`src/hdl/tlp_bridge_cfg.svh`:
```
/*
 * TLP bridge configuration
 * Stream widths of the core and group sides, the BAR-hit field width
 * and the default heartbeat blink bit
 */
`ifndef TLP_BRIDGE_CFG_SVH
`define TLP_BRIDGE_CFG_SVH

// ----------------------------------------
// Stream geometry
// ----------------------------------------

// Dwords per PCIe core beat (64-bit stream)
`define TLP_BRIDGE_CORE_DW 2

// Dwords per TLP group (128-bit stream)
`define TLP_BRIDGE_GROUP_DW 4

// BAR-hit mask as delivered by the core
`define TLP_BRIDGE_BAR_W 7

// Heartbeat counter bit that drives the LED while the link is down
`define TLP_BRIDGE_LED_BIT 25

`endif

```
`src/hdl/tlp_bridge_pkg.sv`:
```
/*
 * TLP bridge types
 * Beat structs for the 64-bit core stream and the 128-bit group
 * stream, plus the widths derived from the stream geometry
 */
`default_nettype none

`include "tlp_bridge_cfg.svh"

package tlp_bridge_pkg;

    // ----------------------------------------
    // Derived widths
    // ----------------------------------------

    localparam int CORE_DW  = `TLP_BRIDGE_CORE_DW;
    localparam int GROUP_DW = `TLP_BRIDGE_GROUP_DW;
    localparam int CORE_W   = 32 * CORE_DW;
    localparam int GROUP_W  = 32 * GROUP_DW;

    // Core keep patterns for one or both dwords
    localparam logic [CORE_W/8-1:0] KEEP_ONE_DW = 8'h0f;
    localparam logic [CORE_W/8-1:0] KEEP_TWO_DW = 8'hff;

    typedef logic [31:0]                  dword_t;
    typedef logic [`TLP_BRIDGE_BAR_W-1:0] bar_hit_t;
    typedef logic [CORE_W-1:0]            core_data_t;
    typedef logic [CORE_W/8-1:0]          core_keep_t;
    typedef logic [GROUP_W-1:0]           group_data_t;
    typedef logic [GROUP_DW-1:0]          group_keep_t;

    // Dword count of a group from zero up to a full group
    typedef logic [$clog2(GROUP_DW+1)-1:0] fill_t;

    // Free-running heartbeat counter
    typedef logic [31:0] led_count_t;

    // ----------------------------------------
    // Stream beats
    // ----------------------------------------

    // One beat of the PCIe core stream
    typedef struct packed {
        core_data_t data;
        core_keep_t keep;
        logic       last;
        bar_hit_t   bar_hit;
    } tlp64_beat_t;

    // One 128-bit TLP group, dword 0 in the low bits
    typedef struct packed {
        group_data_t data;
        group_keep_t keep_dw;
        logic        first;
        logic        last;
        bar_hit_t    bar_hit;
    } tlp128_beat_t;

endpackage

`default_nettype wire

```
`src/hdl/link_led.sv`:
```
/*
 * Link state LED
 * Steady on while the link is up, heartbeat blink while it is down
 */
`timescale 1ns/1ps
`default_nettype none

`include "tlp_bridge_cfg.svh"

module link_led #(
    parameter int LED_BIT = `TLP_BRIDGE_LED_BIT
) (
    input  logic clk_pcie,
    input  logic rst,
    input  logic link_up,
    output logic led_state
);

    import tlp_bridge_pkg::*;

    led_count_t count_q;

    // ----------------------------------------
    // Heartbeat counter
    // ----------------------------------------

    always_ff @(posedge clk_pcie) begin
        if (rst) begin
            count_q <= '0;
        end else begin
            count_q <= count_q + led_count_t'(1);
        end
    end

    // Half period is 2^LED_BIT cycles
    assign led_state = link_up || count_q[LED_BIT];

endmodule

`default_nettype wire

```
`src/hdl/tlp_bridge_top.sv`:
```
/*
 * TLP bridge top
 * Width conversion between the 64-bit PCIe core streams and the
 * 128-bit TLP group streams, plus the link state LED. Merges the
 * system reset with the core's user reset for the subsystem.
 */
`timescale 1ns/1ps
`default_nettype none

`include "tlp_bridge_cfg.svh"

module tlp_bridge_top #(
    parameter int LED_BIT = `TLP_BRIDGE_LED_BIT
) (
    input  logic                         clk_pcie,
    input  logic                         rst,
    input  logic                         core_reset,
    input  logic                         link_up,

    // Core receive stream
    input  logic                         rx_valid,
    input  tlp_bridge_pkg::tlp64_beat_t  rx_beat,

    // Upsized receive groups
    output logic                         up_valid,
    output tlp_bridge_pkg::tlp128_beat_t up_beat,

    // Transmit groups to downsize
    input  logic                         dn_valid,
    input  tlp_bridge_pkg::tlp128_beat_t dn_beat,
    output logic                         dn_ready,

    // Core transmit stream
    output logic                         tx_valid,
    output tlp_bridge_pkg::tlp64_beat_t  tx_beat,
    input  logic                         tx_ready,

    output logic                         led_state
);

    // ----------------------------------------
    // Reset merge
    // ----------------------------------------

    // Subsystem follows the core's user reset as well
    logic rst_subsys;

    assign rst_subsys = rst || core_reset;

    // ----------------------------------------
    // Stream converters
    // ----------------------------------------

    tlp_rx_upsize rx_upsize_i (
        .clk_pcie (clk_pcie),
        .rst      (rst_subsys),
        .rx_valid (rx_valid),
        .rx_beat  (rx_beat),
        .up_valid (up_valid),
        .up_beat  (up_beat)
    );

    // Transmit side resets on the system reset only
    tlp_tx_downsize tx_downsize_i (
        .clk_pcie (clk_pcie),
        .rst      (rst),
        .dn_valid (dn_valid),
        .dn_beat  (dn_beat),
        .dn_ready (dn_ready),
        .tx_valid (tx_valid),
        .tx_beat  (tx_beat),
        .tx_ready (tx_ready)
    );

    // ----------------------------------------
    // Status LED
    // ----------------------------------------

    link_led #(
        .LED_BIT (LED_BIT)
    ) link_led_i (
        .clk_pcie  (clk_pcie),
        .rst       (rst_subsys),
        .link_up   (link_up),
        .led_state (led_state)
    );

endmodule

`default_nettype wire

```
`src/hdl/tlp_rx_upsize.sv`:
```
/*
 * TLP receive upsizer
 * Packs 64-bit core receive beats into 128-bit TLP groups and tags
 * each group with first, last and the BAR hit. Always ready.
 */
`timescale 1ns/1ps
`default_nettype none

module tlp_rx_upsize (
    input  logic                         clk_pcie,
    input  logic                         rst,
    input  logic                         rx_valid,
    input  tlp_bridge_pkg::tlp64_beat_t  rx_beat,
    output logic                         up_valid,
    output tlp_bridge_pkg::tlp128_beat_t up_beat
);

    import tlp_bridge_pkg::*;

    // Group is complete once it holds this many dwords
    localparam fill_t EMIT_FILL = fill_t'(GROUP_DW - 1);

    // ----------------------------------------
    // Group state
    // ----------------------------------------

    group_data_t group_q;
    fill_t       fill_q;
    logic        first_q;
    logic        last_q;
    bar_hit_t    bar_q;

    logic        emit;
    fill_t       base;
    fill_t       beat_dw;
    dword_t      beat_lo;
    dword_t      beat_hi;

    // Held group goes out this cycle
    assign emit = last_q || (fill_q >= EMIT_FILL);

    // Start over at dword 0 behind an emitted group
    assign base    = emit ? '0 : fill_q;
    assign beat_dw = rx_beat.keep[4] ? fill_t'(2) : fill_t'(1);
    assign beat_lo = rx_beat.data[31:0];
    assign beat_hi = rx_beat.data[63:32];

    // ----------------------------------------
    // Dword placement
    // ----------------------------------------

    always_ff @(posedge clk_pcie) begin
        if (rx_valid) begin
            for (int i = 0; i < GROUP_DW; i++) begin
                if (fill_t'(i) == base) begin
                    group_q[32*i +: 32] <= beat_lo;
                end else if (rx_beat.keep[4] && (fill_t'(i) == base + fill_t'(1))) begin
                    group_q[32*i +: 32] <= beat_hi;
                end
            end
        end
    end

    // ----------------------------------------
    // Fill count and tags
    // ----------------------------------------

    always_ff @(posedge clk_pcie) begin
        if (rst) begin
            fill_q  <= '0;
            first_q <= 1'b1;
            last_q  <= 1'b0;
            bar_q   <= '0;
        end else if (rx_valid) begin
            fill_q  <= base + beat_dw;
            // A new TLP follows only a group that closed the previous one
            first_q <= emit ? last_q : first_q;
            last_q  <= rx_beat.last;
            bar_q   <= rx_beat.bar_hit;
        end else if (emit) begin
            fill_q  <= '0;
            first_q <= last_q;
            last_q  <= 1'b0;
            bar_q   <= '0;
        end
    end

    // ----------------------------------------
    // Group output
    // ----------------------------------------

    assign up_valid = emit;

    always_comb begin
        up_beat.data       = group_q;
        for (int i = 0; i < GROUP_DW; i++) begin
            up_beat.keep_dw[i] = (fill_q > fill_t'(i));
        end
        up_beat.first      = first_q;
        up_beat.last       = last_q;
        up_beat.bar_hit    = bar_q;
    end

endmodule

`default_nettype wire

```
`src/hdl/tlp_tx_downsize.sv`:
```
/*
 * TLP transmit downsizer
 * Splits 128-bit TLP groups into 64-bit core beats. The group stays
 * at the input until its final half is taken by the core.
 */
`timescale 1ns/1ps
`default_nettype none

module tlp_tx_downsize (
    input  logic                         clk_pcie,
    input  logic                         rst,
    input  logic                         dn_valid,
    input  tlp_bridge_pkg::tlp128_beat_t dn_beat,
    output logic                         dn_ready,
    output logic                         tx_valid,
    output tlp_bridge_pkg::tlp64_beat_t  tx_beat,
    input  logic                         tx_ready
);

    import tlp_bridge_pkg::*;

    // High while the upper half of the group is presented
    logic half_q;
    logic has_upper;
    logic accept;

    assign has_upper = dn_beat.keep_dw[2];
    assign accept    = dn_valid && tx_ready;

    // ----------------------------------------
    // Handshake
    // ----------------------------------------

    // Core sees the group with zero latency
    assign tx_valid = dn_valid;

    // Group is consumed with its final half only
    assign dn_ready = tx_ready && (half_q || !has_upper);

    always_ff @(posedge clk_pcie) begin
        if (rst) begin
            half_q <= 1'b0;
        end else if (accept) begin
            half_q <= !half_q && has_upper;
        end
    end

    // ----------------------------------------
    // Half select
    // ----------------------------------------

    always_comb begin
        tx_beat.bar_hit = dn_beat.bar_hit;
        if (half_q) begin
            tx_beat.data = dn_beat.data[GROUP_W-1:CORE_W];
            tx_beat.keep = dn_beat.keep_dw[3] ? KEEP_TWO_DW : KEEP_ONE_DW;
            tx_beat.last = dn_beat.last;
        end else begin
            tx_beat.data = dn_beat.data[CORE_W-1:0];
            tx_beat.keep = dn_beat.keep_dw[1] ? KEEP_TWO_DW : KEEP_ONE_DW;
            // Lower half ends the TLP only without an upper half behind it
            tx_beat.last = dn_beat.last && !has_upper;
        end
    end

endmodule

`default_nettype wire
```
`config.mk`:
```
export PLATFORM = sky130hd
export DESIGN_NAME = tlp_bridge_top
export DESIGN_NICKNAME = d
export VERILOG_FILES = /design/src/hdl/tlp_bridge_pkg.sv /design/src/hdl/link_led.sv /design/src/hdl/tlp_bridge_top.sv /design/src/hdl/tlp_rx_upsize.sv /design/src/hdl/tlp_tx_downsize.sv
export VERILOG_INCLUDE_DIRS = /design/src /design/src/hdl
export SDC_FILE = /design/constraint.sdc
export NUM_CORES = 1
export LEC_CHECK = 0
export ABC_AREA = 0
export BUFFER_PORTS_ARGS = -buffer_cell sky130_fd_sc_hd__buf_2
export CAP_MARGIN = 30
export CORE_AREA = 2 2 177 179
export CTS_CLUSTER_DIAMETER = 100
export CTS_CLUSTER_SIZE = 24
export DETAILED_ROUTE_END_ITERATION = 10
export DIE_AREA = 0 0 179 181
export GPL_TIMING_DRIVEN = 0
export PLACE_DENSITY = 0.52
export SLEW_MARGIN = 20
export SYNTH_ARGS = -nofsm -noshare
export SYNTH_HDL_FRONTEND = slang
export SYNTH_SLANG_ARGS = --single-unit
```
`constraint.sdc`:
```
create_clock -name clk_pcie -period 8.2 [get_ports clk_pcie]
set_input_delay 0.41 -clock clk_pcie [delete_from_list [all_inputs] [get_ports clk_pcie]]
set_output_delay 0.41 -clock clk_pcie [all_outputs]
set_load 0.02 [all_outputs]
```
==> reports/metrics.cfg, run 1 <==
[outcome]
status = complete, no violations

[clocking]
cts.sinks = 167
hold_buffers = 0
clk_pin_slew_ps = 70
htree_levels = 4
clk_latency_ps = 430
cts_buffers = 17
cts_tree = done
cts.repair.resized = 0
post_cts_buffers = 0
cts_max_path_buffers = 2
cts-root-buf = clkbuf_16

[sta]
holdWs_ps = 169
period_needed_ps = 2890
tns_ps = 0
setup_viol = 0
finalMaxSlewViolations = 0
fmax_ghz = 0.346
finalCritPeriodShare_pct = 35.3
worst_clock_skew_ps = 11.1
finalHoldViolCount = 0
rsz0062_at_grt = false
tightest_slew_ps = 792
slew_headroom_pct = 46.8

[die]
core-area_mm2 = 0.0303
fp-row-count = 64
start_util_pct = 26.5
io_pins = 453
dieHeight_um = 181
fp.dieW_um = 179
die_area_mm2 = 0.0324

[setup_path]
crit_family = buffers and inverters
crit_path_end_kind = primary output
crit_required_ps = 7790
cp_max_fo = 10
crit_type = reg -> out
r2r_start = rx_upsize_i.fill_q[2]
rr_endpoint = rx_upsize_i.fill_q[1]
slowest_delay_ps = 550
critical_path.cell_chain = buf_1, buf_1, mux2_2, buf_2
cp.arrival_ps = 2480
start_kind = flip-flop
ff2ff_path_depth = 6
r2r_slack_ps = 5530
crit_buf_inv = 3
cpMostUsedCell = buf_1
critPathSlowestCell = buf_1

[synthesis]
netlist_instances = 625
synth.distinct_cells = 43
syn_area_mm2 = 0.00803
ys_ff_latch = 167
synth_seq_area_share_pct = 57.6
yosysWarningCount = 0
postSynthAreaPerCell_um2 = 12.9

[power_and_ir_drop]
p_per_area_mw_per_mm2 = 183
comb_power_share_pct = 17.7
p_seq_share_pct = 45.8
p_int_w = 0.00153
vdd_drop_max_mv = 0.143
pwr-share-clk_pct = 36.4
switching_power_w = 0.000574
switching_share_pct = 27.3
p_leak_nw = 4.92

[min_path]
holdCritStartpoint = rst
holdPathEnd = tx_downsize_i.half_q
hold_depth = 2
hold_path.class = in -> reg

[final_layout]
final_nets = 1317
fin_area_mm2 = 0.0114
drive_above_1_share_pct = 58.0
area_growth_pct = 42.5
final_util_pct = 37.7

[global_route]
grt_max_degree = 23
grt_pass1_wl_mm = 42.6
grt_antenna_before_repair = 3
grt_overflow_total = 0
grtUsageTotal_pct = 18.2
first_global_vias = 6770

[route]
vias_per_cell = 4.50
wl_per_cell_um = 20.1
ant_nets = 0
route.detailed.drc = 0
vias = 6731
wl_mm = 30.0
first_pass_iters = 4
drt-initial-drc-count = 278

[flow_run]
cap_viol_max_count = 0

[place]
place_congestion = 0.847
io_buffers = 431
placement.cell_area_mm2 = 0.0109
hpwl_mm = 23.9

==> how the worst max path moves through the flow <==
| stage | start | to | slack (ps) | cells past startpoint |
|---|---|---|---|---|
| after floorplan | rx_upsize_i.last_q | rx_upsize_i.group_q[64] | 4190 | 5 |
| after global placement | rx_upsize_i.fill_q[0] | rx_upsize_i.group_q[85] | 1610 | 5 |
| after detailed placement | rx_upsize_i.fill_q[2] | rx_upsize_i.fill_q[1] | 5400 | 6 |
| after CTS | tx_downsize_i.half_q | tx_beat[70] | 5230 | 4 |
| after global routing | tx_downsize_i.half_q | tx_beat[70] | 5190 | 4 |
| final | tx_downsize_i.half_q | tx_beat[72] | 5310 | 4 |
==> cell usage after synthesis, drive strengths merged <==
| master | instances | area (um2) |
|---|---|---|
| a21o | 1 | 7.51 |
| nand2 | 106 | 398 |
| and4 | 4 | 35.0 |
| nor4 | 2 | 12.5 |
| o211ai | 2 | 15.0 |
| nor2b | 3 | 18.8 |
| nand4 | 8 | 65.1 |
| nand3 | 14 | 70.1 |
| and3 | 4 | 25.0 |
| and2 | 5 | 31.3 |
| fa | 1 | 20.0 |
| o31ai | 4 | 30.0 |
| nand2b | 1 | 6.26 |
| nor3 | 3 | 15.0 |
| a22o | 7 | 61.3 |
| o21ai | 5 | 25.0 |
| dfxtp | 39 | 781 |
| a31oi | 2 | 12.5 |
| nor4b | 2 | 32.5 |
| mux2i | 1 | 10.0 |
| buf | 34 | 206 |
| clkbuf | 17 | 63.8 |
| edfxtp | 128 | 3840 |
| or4 | 6 | 45.0 |
| a211o | 1 | 8.76 |
| a21boi | 1 | 7.51 |
| or3 | 5 | 31.3 |
| nor2 | 22 | 85.1 |
| inv | 4 | 15.0 |
| xor2 | 8 | 70.1 |
| mux2 | 162 | 1820 |
| or2 | 3 | 18.8 |
| a21oi | 9 | 45.0 |
| conb | 2 | 7.51 |
| ha | 3 | 37.5 |
| xnor2 | 6 | 52.6 |
==> per-stage QoR <==
step / setup WS, ps / std cells / total power [W]
final: 5310 / 1496 / 0.00210
after global routing: 5190 / 1494 / 0.00218
after CTS: 5230 / 1494 / 0.00212
after detailed placement: 5400 / 1462 / 0.00136
after global placement: 1610 / 1456 / 0.00135
after floorplan: 4190 / 629 / 0.00118
==> worst reg2reg max path, cell delays in order (launching register included) <==
cell and delay [ps]:
dfxtp_1 380, nor4b_4 680, inv_2 250, clkbuf_1 370, fa_1 540, mux2_2 270, nor2_1 110
==> state kept, by name, summed over array words and instances, names as in the netlist <==
| signal | cells |
|---|---|
| link_led_i.count_q | 26 |
| tx_downsize_i.half_q | 1 |
| rx_upsize_i.last_q | 1 |
| rx_upsize_i.group_q | 128 |
| rx_upsize_i.first_q | 1 |
| rx_upsize_i.fill_q | 3 |
| rx_upsize_i.bar_q | 7 |
==> per-layer routing <==
| metal | GRT usage [%] | vias to the layer above | wire, um |
|---|---|---|---|
| li1 | - | 3189 | - |
| met1 | 19.8 | 3181 | 11100 |
| met2 | 33.1 | 328 | 15500 |
| met3 | 4.63 | 33 | 2340 |
| met4 | 7.35 | 0 | 1080 |
| met5 | 0 | - | 0 |
==> layout make-up <==
cell class	instances	area, um2
clock inverters	14	126
well taps	396	495
inverters	4	15.0
diodes	2	5.00
plain buffers	51	270
flip-flops and latches	167	4620
clock buffers	18	429
repair buffers	437	2310
multi-input cells	407	3170
fillers	3032	18900
==> cell families (layout without fill, tap and decap cells) <==
| kind of cell | Yosys count | count (layout) | share of synthesized area (%) |
|---|---|---|---|
| and+or+nand+nor | 188 | 188 | 11.1 |
| DFF | 167 | 167 | 57.6 |
| muxes | 163 | 163 | 22.8 |
| buffers and inverters | 55 | 524 | 3.55 |
| AOI/OAI and AO/OA | 32 | 32 | 2.65 |
| xor gates and xnor gates | 14 | 14 | 1.53 |
| adders and majority gates | 4 | 4 | 0.716 |
| other | 2 | 8 | 0.0935 |
==> power by group through the flow <==
| stage | logic, W | clock network [W] | registers (W) |
|---|---|---|---|
| 2_1_floorplan | 0.000157 | 0 | 0.00102 |
| 5_1_grt | 0.000398 | 0.000816 | 0.000966 |
| 3_5_place_dp | 0.000374 | 0 | 0.000982 |
| 6_report | 0.000372 | 0.000765 | 0.000963 |
| 3_3_place_gp | 0.000361 | 0 | 0.000984 |
| 4_1_cts | 0.000375 | 0.000785 | 0.000963 |
==> layout by cell type (no fill, tap or decap), types with 14 or more instances in the layout <==
cell,instances
buf_4,18
clkbuf_16,17
edfxtp_1,128
nand3_1,14
mux2_2,133
clkbuf_1,18
nand2_1,106
nor2_1,21
buf_2,440
dfxtp_1,39
mux2_1,29
Note: power is estimated with default switching activity, not from simulation.
==> run 2, diff against run 1 <==
--- a/config.mk
+++ b/config.mk
@@ -9,11 +9,11 @@
 export ABC_AREA = 0
 export BUFFER_PORTS_ARGS = -buffer_cell sky130_fd_sc_hd__buf_2
 export CAP_MARGIN = 30
-export CORE_AREA = 2 2 177 179
+export CORE_AREA = 2 2 178 180
 export CTS_CLUSTER_DIAMETER = 100
 export CTS_CLUSTER_SIZE = 24
 export DETAILED_ROUTE_END_ITERATION = 10
-export DIE_AREA = 0 0 179 181
+export DIE_AREA = 0 0 180 182
 export GPL_TIMING_DRIVEN = 0
 export PLACE_DENSITY = 0.52
 export SLEW_MARGIN = 20
==> constraint.sdc (replaced) <==
create_clock -name clk_pcie -period 2.7 [get_ports clk_pcie]
set_input_delay 0.135 -clock clk_pcie [delete_from_list [all_inputs] [get_ports clk_pcie]]
set_output_delay 0.135 -clock clk_pcie [all_outputs]
set_load 0.02 [all_outputs]
==> run 2 against run 1 <==
Compared with the run above:
- register-to-register slack got worse by 5200 ps
- highest routed layer unchanged
- cell area up 3.9%
- sequential share of layout area is 1.5 points lower
- count of clock-buffer cells in the layout grew 4
==> reports/metrics.cfg, run 2 (synthesis results as in run 1) <==
[setup_path]
cp_max_fo = 10
crit_required_ps = 2570
r2r_slack_ps = 290
rr_endpoint = rx_upsize_i.fill_q[1]
cp.arrival_ps = 2360
r2r_start = rx_upsize_i.fill_q[0]
crit_path_end_kind = primary output
start_kind = flip-flop
ff2ff_path_depth = 8
crit_type = reg -> out

[die]
dieHeight_um = 182
fp.dieW_um = 180
start_util_pct = 25.9
core-area_mm2 = 0.0310
fp-row-count = 65
io_pins = 453
die_area_mm2 = 0.0328

[min_path]
hold_depth = 3
hold_path.class = in -> reg
holdCritStartpoint = rx_beat[55]
holdPathEnd = rx_upsize_i.group_q[71]

[route]
route.detailed.drc = 0
vias_per_cell = 4.44
first_pass_iters = 5
wl_mm = 28.1
ant_nets = 0
wl_per_cell_um = 18.2
vias = 6863
drt-initial-drc-count = 315

[sta]
setup_viol = 0
fmax_ghz = 0.400
worst_clock_skew_ps = 13.4
tightest_slew_ps = 740
setup_ws_ps = 201
finalMaxSlewViolations = 0
finalCritPeriodShare_pct = 92.5
slew_headroom_pct = 50.3
finalHoldViolCount = 0
period_needed_ps = 2500
rsz0062_at_grt = false

[power_and_ir_drop]
vdd_drop_max_mv = 0.443
pwr-share-clk_pct = 36.8
p_seq_share_pct = 45.4
switching_power_w = 0.00170
comb_power_share_pct = 17.9
switching_share_pct = 26.4
p_leak_nw = 5.12
p_int_w = 0.00474
p_per_area_mw_per_mm2 = 542

[final_layout]
fill_cells = 3095
top_regs = rx_upsize_i.group_q (128), link_led_i.count_q (26), rx_upsize_i.bar_q (7)
largest_reg_flops = 128
fin_area_mm2 = 0.0119
multi_input_area_mm2 = 0.00317
drive_above_1_share_pct = 56.0
final_util_pct = 38.4
largest_register = rx_upsize_i.group_q
final_nets = 1360
area_growth_pct = 48.0
seqCellArea_mm2 = 0.00462
final_cell_mix = buf_2 (442), mux2_2 (133), edfxtp_1 (128)
layout_commonest_cell = buf_2

[clocking]
clk_pin_slew_ps = 70
cts_max_path_buffers = 2
cts_buffers = 17
htree_levels = 4
cts.sinks = 167
cts_tree = done
clk_latency_ps = 440
cts-root-buf = clkbuf_16

[place]
place_congestion = 0.835
dp_slack_ps = -109
io_buffers = 431
hpwl_mm = 21.5
placement.cell_area_mm2 = 0.0109

[global_route]
use_met3_pct = 4.11
grt_overflow_total = 0
grt_antenna_before_repair = 5
first_global_vias = 6918
grt_use_met2_pct = 31.1
grtUsageTotal_pct = 16.8
grt_most_used_layer = met2
grt_max_degree = 21
grt_use_met1_pct = 18.8
grt_pass1_wl_mm = 41.3

[flow_run]
cap_viol_max_count = 0

[outcome]
status = complete, no violations

run 2: power groups by stage:
| stage | logic [W] | registers [W] | clock network [W] |
|---|---|---|---|
| 2_1_floorplan | 0.000479 | 0.00310 | 0 |
| 3_3_place_gp | 0.00106 | 0.00298 | 0 |
| 3_5_place_dp | 0.00110 | 0.00298 | 0 |
| 4_1_cts | 0.00116 | 0.00293 | 0.00243 |
| 5_1_grt | 0.00124 | 0.00293 | 0.00253 |
| 6_report | 0.00115 | 0.00292 | 0.00237 |
run 2: repair_timing:
| item | 4_1_cts | 5_1_grt |
|---|---|---|
| endpoints found under the setup margin | 5 | 20 |
| gates resized for setup | 2 | 1 |
| hold buffers | 42 | 0 |
| endpoints found under the hold margin | 29 | 0 |
| buffers inserted | 2 | 0 |
run 2: area by class of cell:
class	count	area share (%)
Buffer	51	2.29
Multi-Input combinational cell	407	26.6
Timing Repair Buffer	480	22.9
Antenna cell	3	0.0631
Clock buffer	22	4.27
Inverter	4	0.126
Sequential cell	167	38.9
Tap cell	402	4.23
Clock inverter	10	0.568
run 2: per-stage QoR:
| stage | total power (W) | hold WS [ps] | TNS [ps] | std cells |
|---|---|---|---|---|
| after floorplan | 0.00358 | 207 | 0 | 629 |
| after global placement | 0.00405 | 322 | -99410 | 1462 |
| after detailed placement | 0.00408 | 323 | -109 | 1467 |
| after CTS | 0.00652 | 0.275 | 0 | 1543 |
| after global routing | 0.00670 | 12.9 | 0 | 1545 |
| final | 0.00645 | 25.2 | 0 | 1546 |
run 2: worst max-delay path, cell delays in order (launching register included):
cell and delay (ps):
dfxtp_1 420, buf_1 440, buf_1 490, mux2_2 390, buf_2 180
run 2: worst max-delay path by stage:
stage                               to                   from  cells after the start
2_1_floorplan  rx_upsize_i.group_q[64]     rx_upsize_i.last_q                      5
6_report                   tx_beat[65]   tx_downsize_i.half_q                      4
3_5_place_dp     rx_upsize_i.fill_q[1]  rx_upsize_i.fill_q[1]                      6
5_1_grt          rx_upsize_i.fill_q[1]  rx_upsize_i.fill_q[0]                      8
4_1_cts         rx_upsize_i.group_q[4]  rx_upsize_i.fill_q[2]                      6
3_3_place_gp   rx_upsize_i.group_q[69]     rx_upsize_i.last_q                      3
run 2: routing by layer:
metal | part of all wire (%) | up-vias
li1 | - | 3278
met1 | 38 | 3232
met2 | 53 | 324
met3 | 6.8 | 29
met4 | 2.0 | 0
met5 | 0 | -
